File: src/source/wb_params.svh
`ifndef WB_PARAMS_SVH
`define WB_PARAMS_SVH

// Execution pipes feeding the writeback stage
`define WB_NUM_PIPES        4

// Register file geometry
`define WB_HW_LANES         4
`define WB_REG_BITS         32
`define WB_BYTES_PER_REG    4
`define WB_REG_ADDR_BITS    6

// Thread and fetch geometry
`define WB_THREADS          4
`define WB_PC_BITS          32

// Load address offset, low 2 bits pick the byte, upper 2 bits pick the lane
`define WB_OFFSET_BITS      4

// Request FIFO sizing
`define WB_FIFO_DEPTH       8
// Instructions still in flight once the scheduler sees almost-full
`define WB_FIFO_SLACK       4

`endif

File: src/source/wb_pkg.sv
`include "wb_params.svh"

package wb_pkg;

	// FIFO index doubles as the source pipe
	typedef enum logic [$clog2(`WB_NUM_PIPES)-1:0] {
		PIPE_FP  = 0,
		PIPE_INT = 1,
		PIPE_SPM = 2,
		PIPE_MEM = 3
	} pipe_id_t;

	typedef logic [`WB_NUM_PIPES-1:0]                      pipe_vec_t;
	typedef logic [`WB_HW_LANES-1:0][`WB_REG_BITS-1:0]     lane_data_t;
	typedef logic [`WB_HW_LANES-1:0]                       lane_mask_t;
	typedef logic [`WB_BYTES_PER_REG-1:0]                  byte_en_t;
	typedef logic [$clog2(`WB_THREADS)-1:0]                thread_id_t;
	typedef logic [`WB_REG_ADDR_BITS-1:0]                  reg_addr_t;
	typedef logic [`WB_OFFSET_BITS-1:0]                    load_offset_t;

	typedef enum logic [3:0] {
		LOAD_8,
		LOAD_16,
		LOAD_32,
		LOAD_8_U,
		LOAD_16_U,
		LOAD_V_8,
		LOAD_V_16,
		LOAD_V_32,
		LOAD_V_8_U,
		LOAD_V_16_U,
		MOVEI,
		MOVEI_L,
		MOVEI_H,
		OP_ALU
	} wb_opcode_t;

	// One completed instruction as delivered by an execution pipe
	typedef struct packed {
		logic [`WB_PC_BITS-1:0] pc;
		thread_id_t             thread_id;
		lane_data_t             result;
		lane_mask_t             lane_mask;
		load_offset_t           offset;
		reg_addr_t              destination;
		logic                   has_destination;
		logic                   is_destination_vector;
		wb_opcode_t             opcode;
	} wb_request_t;

	// Register file write
	typedef struct packed {
		logic [`WB_PC_BITS-1:0] pc;
		reg_addr_t              destination;
		logic                   is_scalar;
		lane_mask_t             lane_mask;
		byte_en_t               byte_enable;
		lane_data_t             data;
	} wb_result_t;

endpackage

File: src/source/load_formatter.sv
`timescale 1ns/1ps
`include "wb_params.svh"

module load_formatter import wb_pkg::*; (
	input  wb_opcode_t   opcode,
	input  load_offset_t offset,
	input  lane_data_t   raw,
	output lane_data_t   formatted
);

	localparam int PAD8  = `WB_REG_BITS - 8;
	localparam int PAD16 = `WB_REG_BITS - 16;

	// Per-lane candidates, s = sign extended, u = zero extended
	lane_data_t byte_s;
	lane_data_t byte_u;
	lane_data_t half_s;
	lane_data_t half_u;
	lane_data_t word_v;

	// Lane that a scalar load comes from
	logic [1:0] lane_sel;

	assign lane_sel = offset[3:2];

	for (genvar j = 0; j < `WB_HW_LANES; j++) begin : g_lane
		logic [31:0] word;
		logic [7:0]  byte_val;
		logic [15:0] half_val;

		assign word     = raw[j][31:0];
		assign byte_val = word[offset[1:0]*8 +: 8];
		// Halfword picked by offset bit 1 only
		assign half_val = offset[1] ? word[31:16] : word[15:0];

		assign byte_s[j] = {{PAD8{byte_val[7]}}, byte_val};
		assign byte_u[j] = {{PAD8{1'b0}}, byte_val};
		assign half_s[j] = {{PAD16{half_val[15]}}, half_val};
		assign half_u[j] = {{PAD16{1'b0}}, half_val};
		assign word_v[j] = `WB_REG_BITS'(word);
	end

	always_comb begin
		formatted = '0;
		case (opcode)
			// Scalar loads land in lane 0
			LOAD_8:      formatted[0] = byte_s[lane_sel];
			LOAD_16:     formatted[0] = half_s[lane_sel];
			LOAD_32:     formatted[0] = word_v[lane_sel];
			LOAD_8_U:    formatted[0] = byte_u[lane_sel];
			LOAD_16_U:   formatted[0] = half_u[lane_sel];

			// Vector loads
			LOAD_V_8:    formatted = byte_s;
			LOAD_V_16:   formatted = half_s;
			LOAD_V_32:   formatted = word_v;
			LOAD_V_8_U:  formatted = byte_u;
			LOAD_V_16_U: formatted = half_u;

			default:     formatted = '0;
		endcase
	end

endmodule

File: config.mk
export PLATFORM = sky130hd
export DESIGN_NAME = load_formatter
export DESIGN_NICKNAME = d
export VERILOG_FILES = /design/src/source/wb_pkg.sv /design/src/source/load_formatter.sv
export VERILOG_INCLUDE_DIRS = /design/src /design/src/source
export SDC_FILE = /design/constraint.sdc
export NUM_CORES = 1
export LEC_CHECK = 0
export ABC_AREA = 0
export BUFFER_PORTS_ARGS = -buffer_cell sky130_fd_sc_hd__buf_2
export CORE_AREA = 2 2 102 104
export DETAILED_ROUTE_END_ITERATION = 16
export DIE_AREA = 0 0 104 106
export PLACE_DENSITY_LB_ADDON = 0.2
export SYNTH_ARGS = -nofsm -noshare
export SYNTH_HDL_FRONTEND = slang
export SYNTH_SLANG_ARGS = --single-unit
File: constraint.sdc
create_clock -name vclk -period 2.9
set_input_delay 0.435 -clock vclk [all_inputs]
set_output_delay 0.435 -clock vclk [all_outputs]
set_load 0.1 [all_outputs]
; Yosys cells after proc, flatten, opt, wreduce, memory -nomap -nowiden
; Cells that the tools add are included.
; Widths: inputs -> output; s select.
[totals]
ff_bits = 0
latch_bits = 0
ram_bits = 0
romBits = 0
inputBits = 136
output_inout_bits = 128
word_cells = 31
n_memories = 0
[op_classes]
addsub = 0
multipliers = 0
n_div = 0
magnitude_cmp = 1
n_eq_ne = 9
shift = 4
n_mux = 16
n_bitwise = 0
reduce_logical = 1
[ops]
columns = op, count
row1 = $pmux 96 s5, 1
row2 = $bmux 32 s2, 5
row3 = $pmux 32 s10, 1
row4 = $mux 32, 5
row5 = $shiftx 32x6->8, 4
row6 = $mux 16, 4
row7 = $eq 4x3->1 const B, 4
row8 = $eq 4x2->1 const B, 2
row9 = $eq 4x4->1 const B, 2
row10 = $eq 4x1->1 const B, 1
row11 = $logic_not 4->1, 1
row12 = $lt 2x3->1 const B, 1

; Longest topological paths before layout
[logic_depth]
ltp_word = 4
mapped_depth = 9
ltp_nobuf = 5

; Worst setup path after synthesis
; OpenSTA, ideal clock, no wires.
[synth_timing]
path_type = input -> output
startpoint = in offset[3]
endpoint = out formatted[12] (netlist bit)
arrival_time_ns = 3.279
t_required_ns = 2.465
path_slack_ns = -0.814
path_stages = 7
n_path_buf = 4
cell_sequence = buf_2 > buf_4 > buf_4 > buf_4 > mux2i_1 > mux4_2 > o211ai_1
[synth_rtl]
columns = element, line_no
row1 = start: declaration, load_formatter.sv:6  ; input load_offset_t offset,
row2 = end: declaration, load_formatter.sv:8  ; output lane_data_t formatted

==> impl_metrics.env <==
export IMPL_outcome="complete, but fails checks"
export IMPL_violations="negative setup slack"
export IMPL_num_vias=6486
export IMPL_ios=264
export IMPL_p_per_area_mw_per_mm2=315
export IMPL_multi_input_area_sq_mm=0.00416
export IMPL_sequential_cell_area_sq_um=0
export IMPL_fin_crit_sh=1.01
export IMPL_rsz0062_at_grt="yes"
export IMPL_wirelength_mm=23.1
export IMPL_hold_violations=0
export IMPL_irDropWorstVdd_v=0.000294
export IMPL_area_delta_synth_final_pct=85.2
export IMPL_hold_slack_ps=1290
export IMPL_io_buffers=264
export IMPL_design_core_area_sq_mm=0.0100
export IMPL_power_uw=2470
export IMPL_die_w_um=104
export IMPL_antenna_found_initial=1
export IMPL_relSlewSlack=0.366
export IMPL_ys_warn_count=0
export IMPL_wl_per_cell_um=24.3
export IMPL_worstSetupStartpointType="input pin"
export IMPL_start_util=0.423
export IMPL_design_area_sq_mm=0.00784
export IMPL_critical_path_class="input pin to primary output"
export IMPL_grt_usage=0.390
export IMPL_worstMarginPinSlew_ps=946
export IMPL_cp_max_fo=6
export IMPL_required_ps=2470
export IMPL_cp_startpoint="opcode[2]"
export IMPL_worst_ep_arrival_time_ps=2500
export IMPL_drive_gt1_frac=0.670
export IMPL_leakagePower_uw=0.00382
export IMPL_place_hpwl_mm=17.9
export IMPL_netlist_instances=506
export IMPL_first_pass_iters=9
export IMPL_place_ws_ps=-254
export IMPL_hp_start="raw[114]"
export IMPL_syn_area_sq_mm=0.00423
export IMPL_nClkBuffers=0
export IMPL_avgSynthCellArea_sq_um=8.36
export IMPL_dp_cells=945
export IMPL_grt_pass1_wl_mm=34.9
export IMPL_drc=0
export IMPL_viasPerCell=6.81
export IMPL_setup_slack_ps=-30.6
export IMPL_slew_viol_final=0
export IMPL_overflow=0
export IMPL_grt_pass1_vias=6559
export IMPL_die_y_um=106
export IMPL_finalCriticalPeriod_ps=2930
export IMPL_place_area_sq_mm=0.00730
export IMPL_yosys_cell_types_count=51
export IMPL_grt_max_degree=38
export IMPL_max_cap_viol_count=0
export IMPL_seq_cells=0
export IMPL_worstSetupEndpointType="primary output"
export IMPL_yosysSeqAreaShare=0
export IMPL_syn_nets=642
export IMPL_setup_viol_count_final=8
export IMPL_timing_fmax_ghz=0.341
export IMPL_nets=954
export IMPL_min_path_type="input pin to primary output"
export IMPL_final_cells=953
export IMPL_rows=37
export IMPL_dieArea_sq_mm=0.0110
export IMPL_ant_nets=0
export IMPL_nFillCells=715
export IMPL_place_congestion=1.02
export IMPL_drt_iter0_markers=875
-- per-layer routing --
layer	share of wire	wire length, um	vias to the layer above	track usage
met3	0.13	2990	99	0.0638
met1	0.35	8040	3066	0.505
met4	0.040	927	0	0.140
li1	-	-	2700	-
met2	0.48	11200	621	0.659
met5	0	0	-	0
-- critical path: stages --
cell and delay, ps:
buf_6 100, buf_6 120, and3b_2 230, and2_4 160
a311o_2 390, buf_8 150, buf_6 130, a221o_1 330
a211o_4 280, buf_12 170
-- logic make-up after synthesis --
kind of cell    count (synthesis)  share of synthesized area
buf+inv                        84                     0.0908
simple gates                  168                      0.174
compound gates                140                      0.292
xor+xnor                        1                    0.00207
mux                           113                      0.442
-- cell usage after synthesis (all sizes together) (5+ instances only) --
| master | instances | share of area |
|---|---|---|
| nand2b | 5 | 0.0074 |
| nor2 | 13 | 0.012 |
| a221o | 48 | 0.11 |
| a211o | 6 | 0.012 |
| a222oi | 29 | 0.069 |
| nand2 | 122 | 0.11 |
| a21oi | 15 | 0.019 |
| a22oi | 15 | 0.027 |
| mux4 | 57 | 0.30 |
| clkbuf | 27 | 0.024 |
| mux2i | 48 | 0.11 |
| nor3 | 5 | 0.0071 |
| buf | 34 | 0.046 |
| a22o | 8 | 0.017 |
| o211ai | 8 | 0.014 |
| inv | 21 | 0.019 |
| mux2 | 8 | 0.025 |
-- where the power goes --
part / switching [uW] / leakage, uW / internal, uW / total, uW
sequential: 0 / 0 / 0 / 0
clock: 0 / 0.00000000634 / 0.0000461 / 0.0000461
combinational: 1640 / 0.00382 / 828 / 2470
-- path summary, 6_finish.rpt --
kind	endpoint	slack (ps)	depth (start not counted)
max	formatted[5]	-30	10
min	formatted[114]	1290	4
-- placed cells by master (no fill, tap or decap), types with 7 or more instances in the layout --
cell and count:
buf_6 35, nand2_1 102, nor2_1 13, buf_12 70, mux4_2 57, buf_2 159
inv_2 21, buf_4 97, nand2_2 17, clkbuf_4 7, o211ai_1 8, a222oi_1 29
a21oi_1 12, mux2i_1 48, a22o_1 8, a221o_2 42, a22oi_1 15
-- through the flow --
step                TNS (ps)   util
CTS                    -15.1  0.756
floorplan              -4560      -
finish                  -167  0.784
global route            -731  0.784
detailed placement     -8960  0.730
global placement       -7350  0.730
-- layout make-up --
cell class,count,share of cell area
multi-input combinational,422,0.531
timing repair buffer,371,0.436
tap,136,0.0217
inverter,23,0.0112
antenna,1,0.000319
-- what timing repair did --
action	CTS	global route
endpoints found under the hold margin	0	0
gates resized for setup	78	66
pin swaps	2	20
setup endpoints to repair	90	73
buffers inserted	0	8
hold buffers	0	0
No activity file was read; power rests on OpenSTA's default activity.
