File: config.mk
export PLATFORM = sky130hd
export DESIGN_NAME = wb_output_stage
export DESIGN_NICKNAME = d
export VERILOG_FILES = /design/src/source/wb_pkg.sv /design/src/source/wb_output_stage.sv
export VERILOG_INCLUDE_DIRS = /design/src /design/src/source
export SDC_FILE = /design/constraint.sdc
export NUM_CORES = 1
export LEC_CHECK = 0
export ABC_AREA = 1
export ABC_CLOCK_PERIOD_IN_PS = 950
export BUFFER_PORTS_ARGS = -buffer_cell sky130_fd_sc_hd__buf_4
export CORE_AREA = 5 5 457 459
export DETAILED_ROUTE_END_ITERATION = 16
export DIE_AREA = 0 0 462 464
export PLACE_DENSITY = 0.3
export SLEW_MARGIN = 20
export SYNTH_ARGS = -nofsm -noshare
export SYNTH_HDL_FRONTEND = slang
export SYNTH_SLANG_ARGS = --single-unit
export TNS_END_PERCENT = 20
File: constraint.sdc
create_clock -name clk -period 0.95 [get_ports clk]
set_input_delay 0.19 -clock clk [delete_from_list [all_inputs] [get_ports clk]]
set_output_delay 0.19 -clock clk [all_outputs]
set_load 0.01 [all_outputs]
File: src/source/wb_params.svh
`ifndef WB_PARAMS_SVH
`define WB_PARAMS_SVH

// Execution pipes feeding the writeback stage
`define WB_NUM_PIPES        4

// Register file geometry
`define WB_HW_LANES         4
`define WB_REG_BITS         32
`define WB_BYTES_PER_REG    4
`define WB_REG_ADDR_BITS    6

// Thread and fetch geometry
`define WB_THREADS          4
`define WB_PC_BITS          32

// Load address offset, low 2 bits pick the byte, upper 2 bits pick the lane
`define WB_OFFSET_BITS      4

// Request FIFO sizing
`define WB_FIFO_DEPTH       8
// Instructions still in flight once the scheduler sees almost-full
`define WB_FIFO_SLACK       4

`endif

File: src/source/wb_pkg.sv
`include "wb_params.svh"

package wb_pkg;

	// FIFO index doubles as the source pipe
	typedef enum logic [$clog2(`WB_NUM_PIPES)-1:0] {
		PIPE_FP  = 0,
		PIPE_INT = 1,
		PIPE_SPM = 2,
		PIPE_MEM = 3
	} pipe_id_t;

	typedef logic [`WB_NUM_PIPES-1:0]                      pipe_vec_t;
	typedef logic [`WB_HW_LANES-1:0][`WB_REG_BITS-1:0]     lane_data_t;
	typedef logic [`WB_HW_LANES-1:0]                       lane_mask_t;
	typedef logic [`WB_BYTES_PER_REG-1:0]                  byte_en_t;
	typedef logic [$clog2(`WB_THREADS)-1:0]                thread_id_t;
	typedef logic [`WB_REG_ADDR_BITS-1:0]                  reg_addr_t;
	typedef logic [`WB_OFFSET_BITS-1:0]                    load_offset_t;

	typedef enum logic [3:0] {
		LOAD_8,
		LOAD_16,
		LOAD_32,
		LOAD_8_U,
		LOAD_16_U,
		LOAD_V_8,
		LOAD_V_16,
		LOAD_V_32,
		LOAD_V_8_U,
		LOAD_V_16_U,
		MOVEI,
		MOVEI_L,
		MOVEI_H,
		OP_ALU
	} wb_opcode_t;

	// One completed instruction as delivered by an execution pipe
	typedef struct packed {
		logic [`WB_PC_BITS-1:0] pc;
		thread_id_t             thread_id;
		lane_data_t             result;
		lane_mask_t             lane_mask;
		load_offset_t           offset;
		reg_addr_t              destination;
		logic                   has_destination;
		logic                   is_destination_vector;
		wb_opcode_t             opcode;
	} wb_request_t;

	// Register file write
	typedef struct packed {
		logic [`WB_PC_BITS-1:0] pc;
		reg_addr_t              destination;
		logic                   is_scalar;
		lane_mask_t             lane_mask;
		byte_en_t               byte_enable;
		lane_data_t             data;
	} wb_result_t;

endpackage

File: src/source/wb_output_stage.sv
`timescale 1ns/1ps
`include "wb_params.svh"

module wb_output_stage import wb_pkg::*; (
	input  logic        clk,
	input  logic        reset,
	input  logic        grant_valid,
	input  pipe_id_t    grant_idx,
	input  wb_request_t fp_head,
	input  wb_request_t int_head,
	input  wb_request_t spm_head,
	input  wb_request_t mem_head,
	input  lane_data_t  spm_loaded,
	input  lane_data_t  mem_loaded,
	output logic        wb_valid,
	output thread_id_t  wb_thread_id,
	output wb_result_t  wb_result
);

	wb_request_t sel_req;
	lane_data_t  sel_data;
	byte_en_t    byte_en;
	wb_result_t  result_next;
	logic        write_reg;

	// Granted head, loads take the formatted value
	always_comb begin
		case (grant_idx)
			PIPE_FP: begin
				sel_req  = fp_head;
				sel_data = fp_head.result;
			end
			PIPE_INT: begin
				sel_req  = int_head;
				sel_data = int_head.result;
			end
			PIPE_SPM: begin
				sel_req  = spm_head;
				sel_data = spm_loaded;
			end
			default: begin
				sel_req  = mem_head;
				sel_data = mem_loaded;
			end
		endcase
	end

	// Move-immediate variants write only part of the register
	always_comb begin
		case (sel_req.opcode)
			MOVEI:   byte_en = 4'b1111;
			MOVEI_L: byte_en = 4'b0011;
			MOVEI_H: byte_en = 4'b1100;
			default: byte_en = {`WB_BYTES_PER_REG{1'b1}};
		endcase
	end

	always_comb begin
		result_next.pc          = sel_req.pc;
		result_next.destination = sel_req.destination;
		result_next.is_scalar   = !sel_req.is_destination_vector;
		result_next.lane_mask   = sel_req.lane_mask;
		result_next.byte_enable = byte_en;
		result_next.data        = sel_data;
	end

	// Requests without a destination are dropped here
	assign write_reg = grant_valid && sel_req.has_destination;

	always_ff @(posedge clk or posedge reset) begin
		if (reset)
			wb_valid <= 1'b0;
		else
			wb_valid <= write_reg;
	end

	always_ff @(posedge clk) begin
		if (write_reg) begin
			wb_result    <= result_next;
			wb_thread_id <= sel_req.thread_id;
		end
	end

endmodule

* Word level (Yosys, flattened, before mapping)
Cells that the tools add are included.
Storage, ports and cells: flip-flop bits (word level) 178, output and inout port bits 178, word-level logic and storage cells 21
Operators by class: eq/ne operators 4, mux-type cells 3, reduce and logical (&&, ||, !) cells 3
Operator list (count):
- $pmux W182 S3 | 1
- $pmux W128 S3 | 1
- $eq A4 B4 Y1 const B | 2
- $pmux W4 S2 | 1
- $eq A2 B1 Y1 const B | 1
- $eq A2 B2 Y1 const B | 1
- $logic_not A2 Y1 | 1
- $logic_and A1 B1 Y1 | 1
- $logic_not A1 Y1 | 1

* Longest topological paths before layout
depth in word-level cells 4, mapped depth 8, depth with buffers taken out 7

* Least setup slack after synthesis
OpenSTA, ideal clock, no wires.
path kind input to register, start point in grant_idx[1], end point reg wb_result[0] (netlist bit), enable pin, library setup time 0.528 ns, arrival time 4.160 ns, data required time 0.422 ns, setup slack -3.738 ns, stages on the path 7, path buffers 2, path through buf_4 > nor2_4 > buf_6 > nand2_1 > nand4_1 > nand2_1 > inv_1
On the way: word-level cells in the longest chain between the ends 3
RTL lines:
- start: declaration | line wb_output_stage.sv:8 | input pipe_id_t grant_idx,
- $eq A2 B2 Y1 (tied with other cells) | line wb_output_stage.sv:28 | case (grant_idx)
- $pmux W182 S3 * | line wb_output_stage.sv:28
- $logic_and A1 B1 Y1 * | line wb_output_stage.sv:68 | assign write_reg = grant_valid && sel_req.has_destination;
- via write_reg | line wb_output_stage.sv:24 | logic write_reg;
- end signal: assignment | line wb_output_stage.sv:79 | wb_result <= result_next;
- end: declaration | line wb_output_stage.sv:17 | output wb_result_t wb_result
The timed path passes the listed nets; every way through them passes the cells marked *. A chain may end at the register's enable or synchronous reset.

==> metrics.md <==
| Metric | Value |
|---|---|
| Status | `finished, violations left` |
| Failing checks | `setup timing` |
| WL/cell | `23.74 um` |
| Initial antenna violation count | `71` |
| Port bufs | `894` |
| Largest net degree at the start of global routing | `59` |
| Pre-CTS setup slack | `-0.9942 ns` |
| Worst Path Max Fanout | `2` |
| Non-filler cells, final | `between 5000 and 6000` |
| Post-synthesis sequential area ratio | `53.83%` |
| Nets | `3618` |
| CTS HTree Levels | `4` |
| Io pins | `1167` |
| FP Rows | `~170` |
| Initial DRT Pass Iterations | `5` |
| Tmin final | `1.482 ns` |
| Die Ht | `~460 um` |
| Initial Util | `4.809%` |
| Fin crit share | `156.0%` |
| Share of layout cells above drive strength 1 | `approximately two fifths` |
| DR DRC count | `0` |
| Worst hold-check path type | `input pin to flop` |
| Static leakage | `10.84 nW` |
| Final hold violation count | `0` |
| Worst setup path startpoint | `wb_result[130]$_DFFE_PP_` |
| Root Driver | `clkbuf_16` |
| Max-cap violations | `0` |
| Initial drt markers | `656` |
| Hold Startpoint | `spm_loaded[127]` |
| Max-slew violation count | `0` |
| Delay-heaviest family, CP | `flip-flops` |
| Crit end category | `output port` |
| CP Launch Type | `flop` |
| Clock transition at the registers of the reported paths | `0.08 ns` |
| Core Box Area | `204000 sq um` |
| Achievable Freq | `0.6748 GHz` |
| WP data required | `0.76 ns` |
| HPWL after DPL | `113.0 mm` |
| Placed insts | `between 4000 and 5000` |
| # fillers | `about 23000` |
| Vias per Instance | `2.787` |
| CP Buf/Inv Count | `2` |
| TritonCTS clock tree | `built` |
| Vias in the first global route | `around 17000` |
| Critical path endpoint | `wb_result[131]` |
| All-Layer GR Usage | `11.41%` |
| CP Cell Sequence | `buf_12, buf_6` |
| Total clock buffers created by CTS | `17` |
| Chip width | `~460 um` |
| RSZ-0062 raised after global routing | `true` |
| Syn nets | `around 2200` |
| Area delta synth->final | `177.0%` |
| Mean post-synth cell area | `8.397 sq um` |
| First-pass GRT wire length | `approximately 160 mm` |
| PD cells | `1036 nW/um^2` |
| Setup WS post-layout | `-0.5320 ns` |
| Critical Path AT | `1.29 ns` |
| Slew Limit Headroom | `72.29%` |
| Synth unique cells | `16` |
| Worst-margin pin slew | `0.4157 ns` |
| VDD IR max | `~1.5 mV` |
| Post-Route WL | `127.1 mm` |
| Crit-path max cell delay | `0.47 ns` |
| Routability cong. | `a little under 0.8` |
| Post-layout util | `approximately an eighth` |
| Die area | `214400 sq um` |
| Final Setup Violations | `424` |
| Number of nets with antenna violations after routing | `0` |
| Max clock buf depth | `2` |
| CP Class | `flop to output port` |
| CTS sink cnt | `about 180` |
| Count of state elements after synthesis | `roughly 180` |
| Vias | `roughly 15000` |
| GRT overflow | `0` |
| WP depth | `2` |
| Synth Cell Area | `around 9800 sq um` |
| Total Power | `28.15 mW` |
| Mapped Cells | `1168` |
| Ys Warns | `0` |
| CP max stage cell | `edfxtp_1` |
[cell families (layout without fill, tap and decap cells)]
logic type             after synthesis  in the layout  synth area share (%)
AO/OA/AOI/OAI                        6              6                0.3062
AND/OR/NAND/NOR                    899            899                 39.15
other                                0             24                     0
buffers and inverters               87           1561                 6.710
flip-flops                         176            176                 53.83
[layer usage]
| metal | vias up | global-route usage (%) | share of wire, % |
|---|---|---|---|
| met5 | - | 0 | 0.29 |
| met2 | 712 | 20.29 | 49 |
| met4 | 54 | 2.537 | 1.9 |
| li1 | 6937 | - | - |
| met3 | 130 | 6.837 | 13 |
| met1 | 7089 | 11.35 | 35 |
[cells in the mapped netlist (all sizes together)]
master	number	area, sq um
nand2	710	2665
clkbuf	1	3.750
buf	79	628.1
o21ai	6	30.03
inv	7	26.27
dfrtp	1	25.02
edfxtp	175	5255
nand3	6	30.03
nor2	6	37.53
or2	4	25.03
nand4	173	1082
[metrics by stage]
step | TNS (ns) | cell area [sq um] | hold WS [ns]
after floorplan | -514.27 | 9831 | -0.08129
after CTS | -101.46 | 26980 | 0.0005190
after global routing | -107.82 | 27130 | 0.001372
after global placement | -271.19 | 20160 | 0.08271
final | -94.08 | 27170 | 0.05274
after detailed placement | -271.01 | 20160 | 0.08478
[cell usage in the layout (no fill, tap or decap), drive strengths merged, types with 4 or more instances in the layout]
cell type | netlist | routed
nor2 | 6 | 6
clkbuf | 1 | 17
or2 | 4 | 4
diode | 0 | 24
buf | 79 | 967
nand4 | 173 | 173
clkinv | 0 | 7
nand3 | 6 | 6
clkinvlp | 0 | 4
edfxtp | 175 | 175
o21ai | 6 | 6
nand2 | 710 | 710
dlygate4sd3 | 0 | 555
inv | 7 | 11
[how the worst min path moves through the flow]
stage	end	slack (ns)	cells past startpoint
6_report	wb_result[127]$_DFFE_PP_	0.05	3
5_1_grt	wb_result[127]$_DFFE_PP_	0.001	3
4_1_cts	wb_result[168]$_DFFE_PP_	0.0005	3
3_5_place_dp	wb_valid$_DFF_PP0_	0.08	2
3_3_place_gp	wb_valid$_DFF_PP0_	0.08	2
2_1_floorplan	wb_valid$_DFF_PP0_	-0.08	1
[area by class of cell]
cell class              count  area (sq um)  area share, %
repair buffers           1522         13940          51.30
clock buffers              17         425.4          1.566
well taps                2688          3363          12.38
diodes                     24         60.06         0.2210
multi-input cells         905          3930          14.46
inverters                   7         40.04         0.1474
flip-flops and latches    176          5280          19.43
clock inverters            15         132.6         0.4881
[state kept, by name, indices dropped and copies added (netlist names)]
register,flops
wb_result,173
wb_thread_id,2
wb_valid,1
[power breakdown]
| group | total (mW) | internal, mW | switching, mW |
|---|---|---|---|
| clock network | 7.52 | 3.43 | 4.09 |
| registers | 10.2 | 9.55 | 0.657 |
| logic | 10.4 | 5.59 | 4.83 |
[what timing repair did]
action / in CTS / in global routing
cloned: 0 / 0
resized for setup: 198 / 30
setup buffers: 0 / 0
pin swaps: 10 / 3
hold buffers: 553 / 2
hold endpoints to repair: 155 / 2
setup endpoints to repair: 481 / 456
Note: power is estimated with default switching activity, not from simulation.
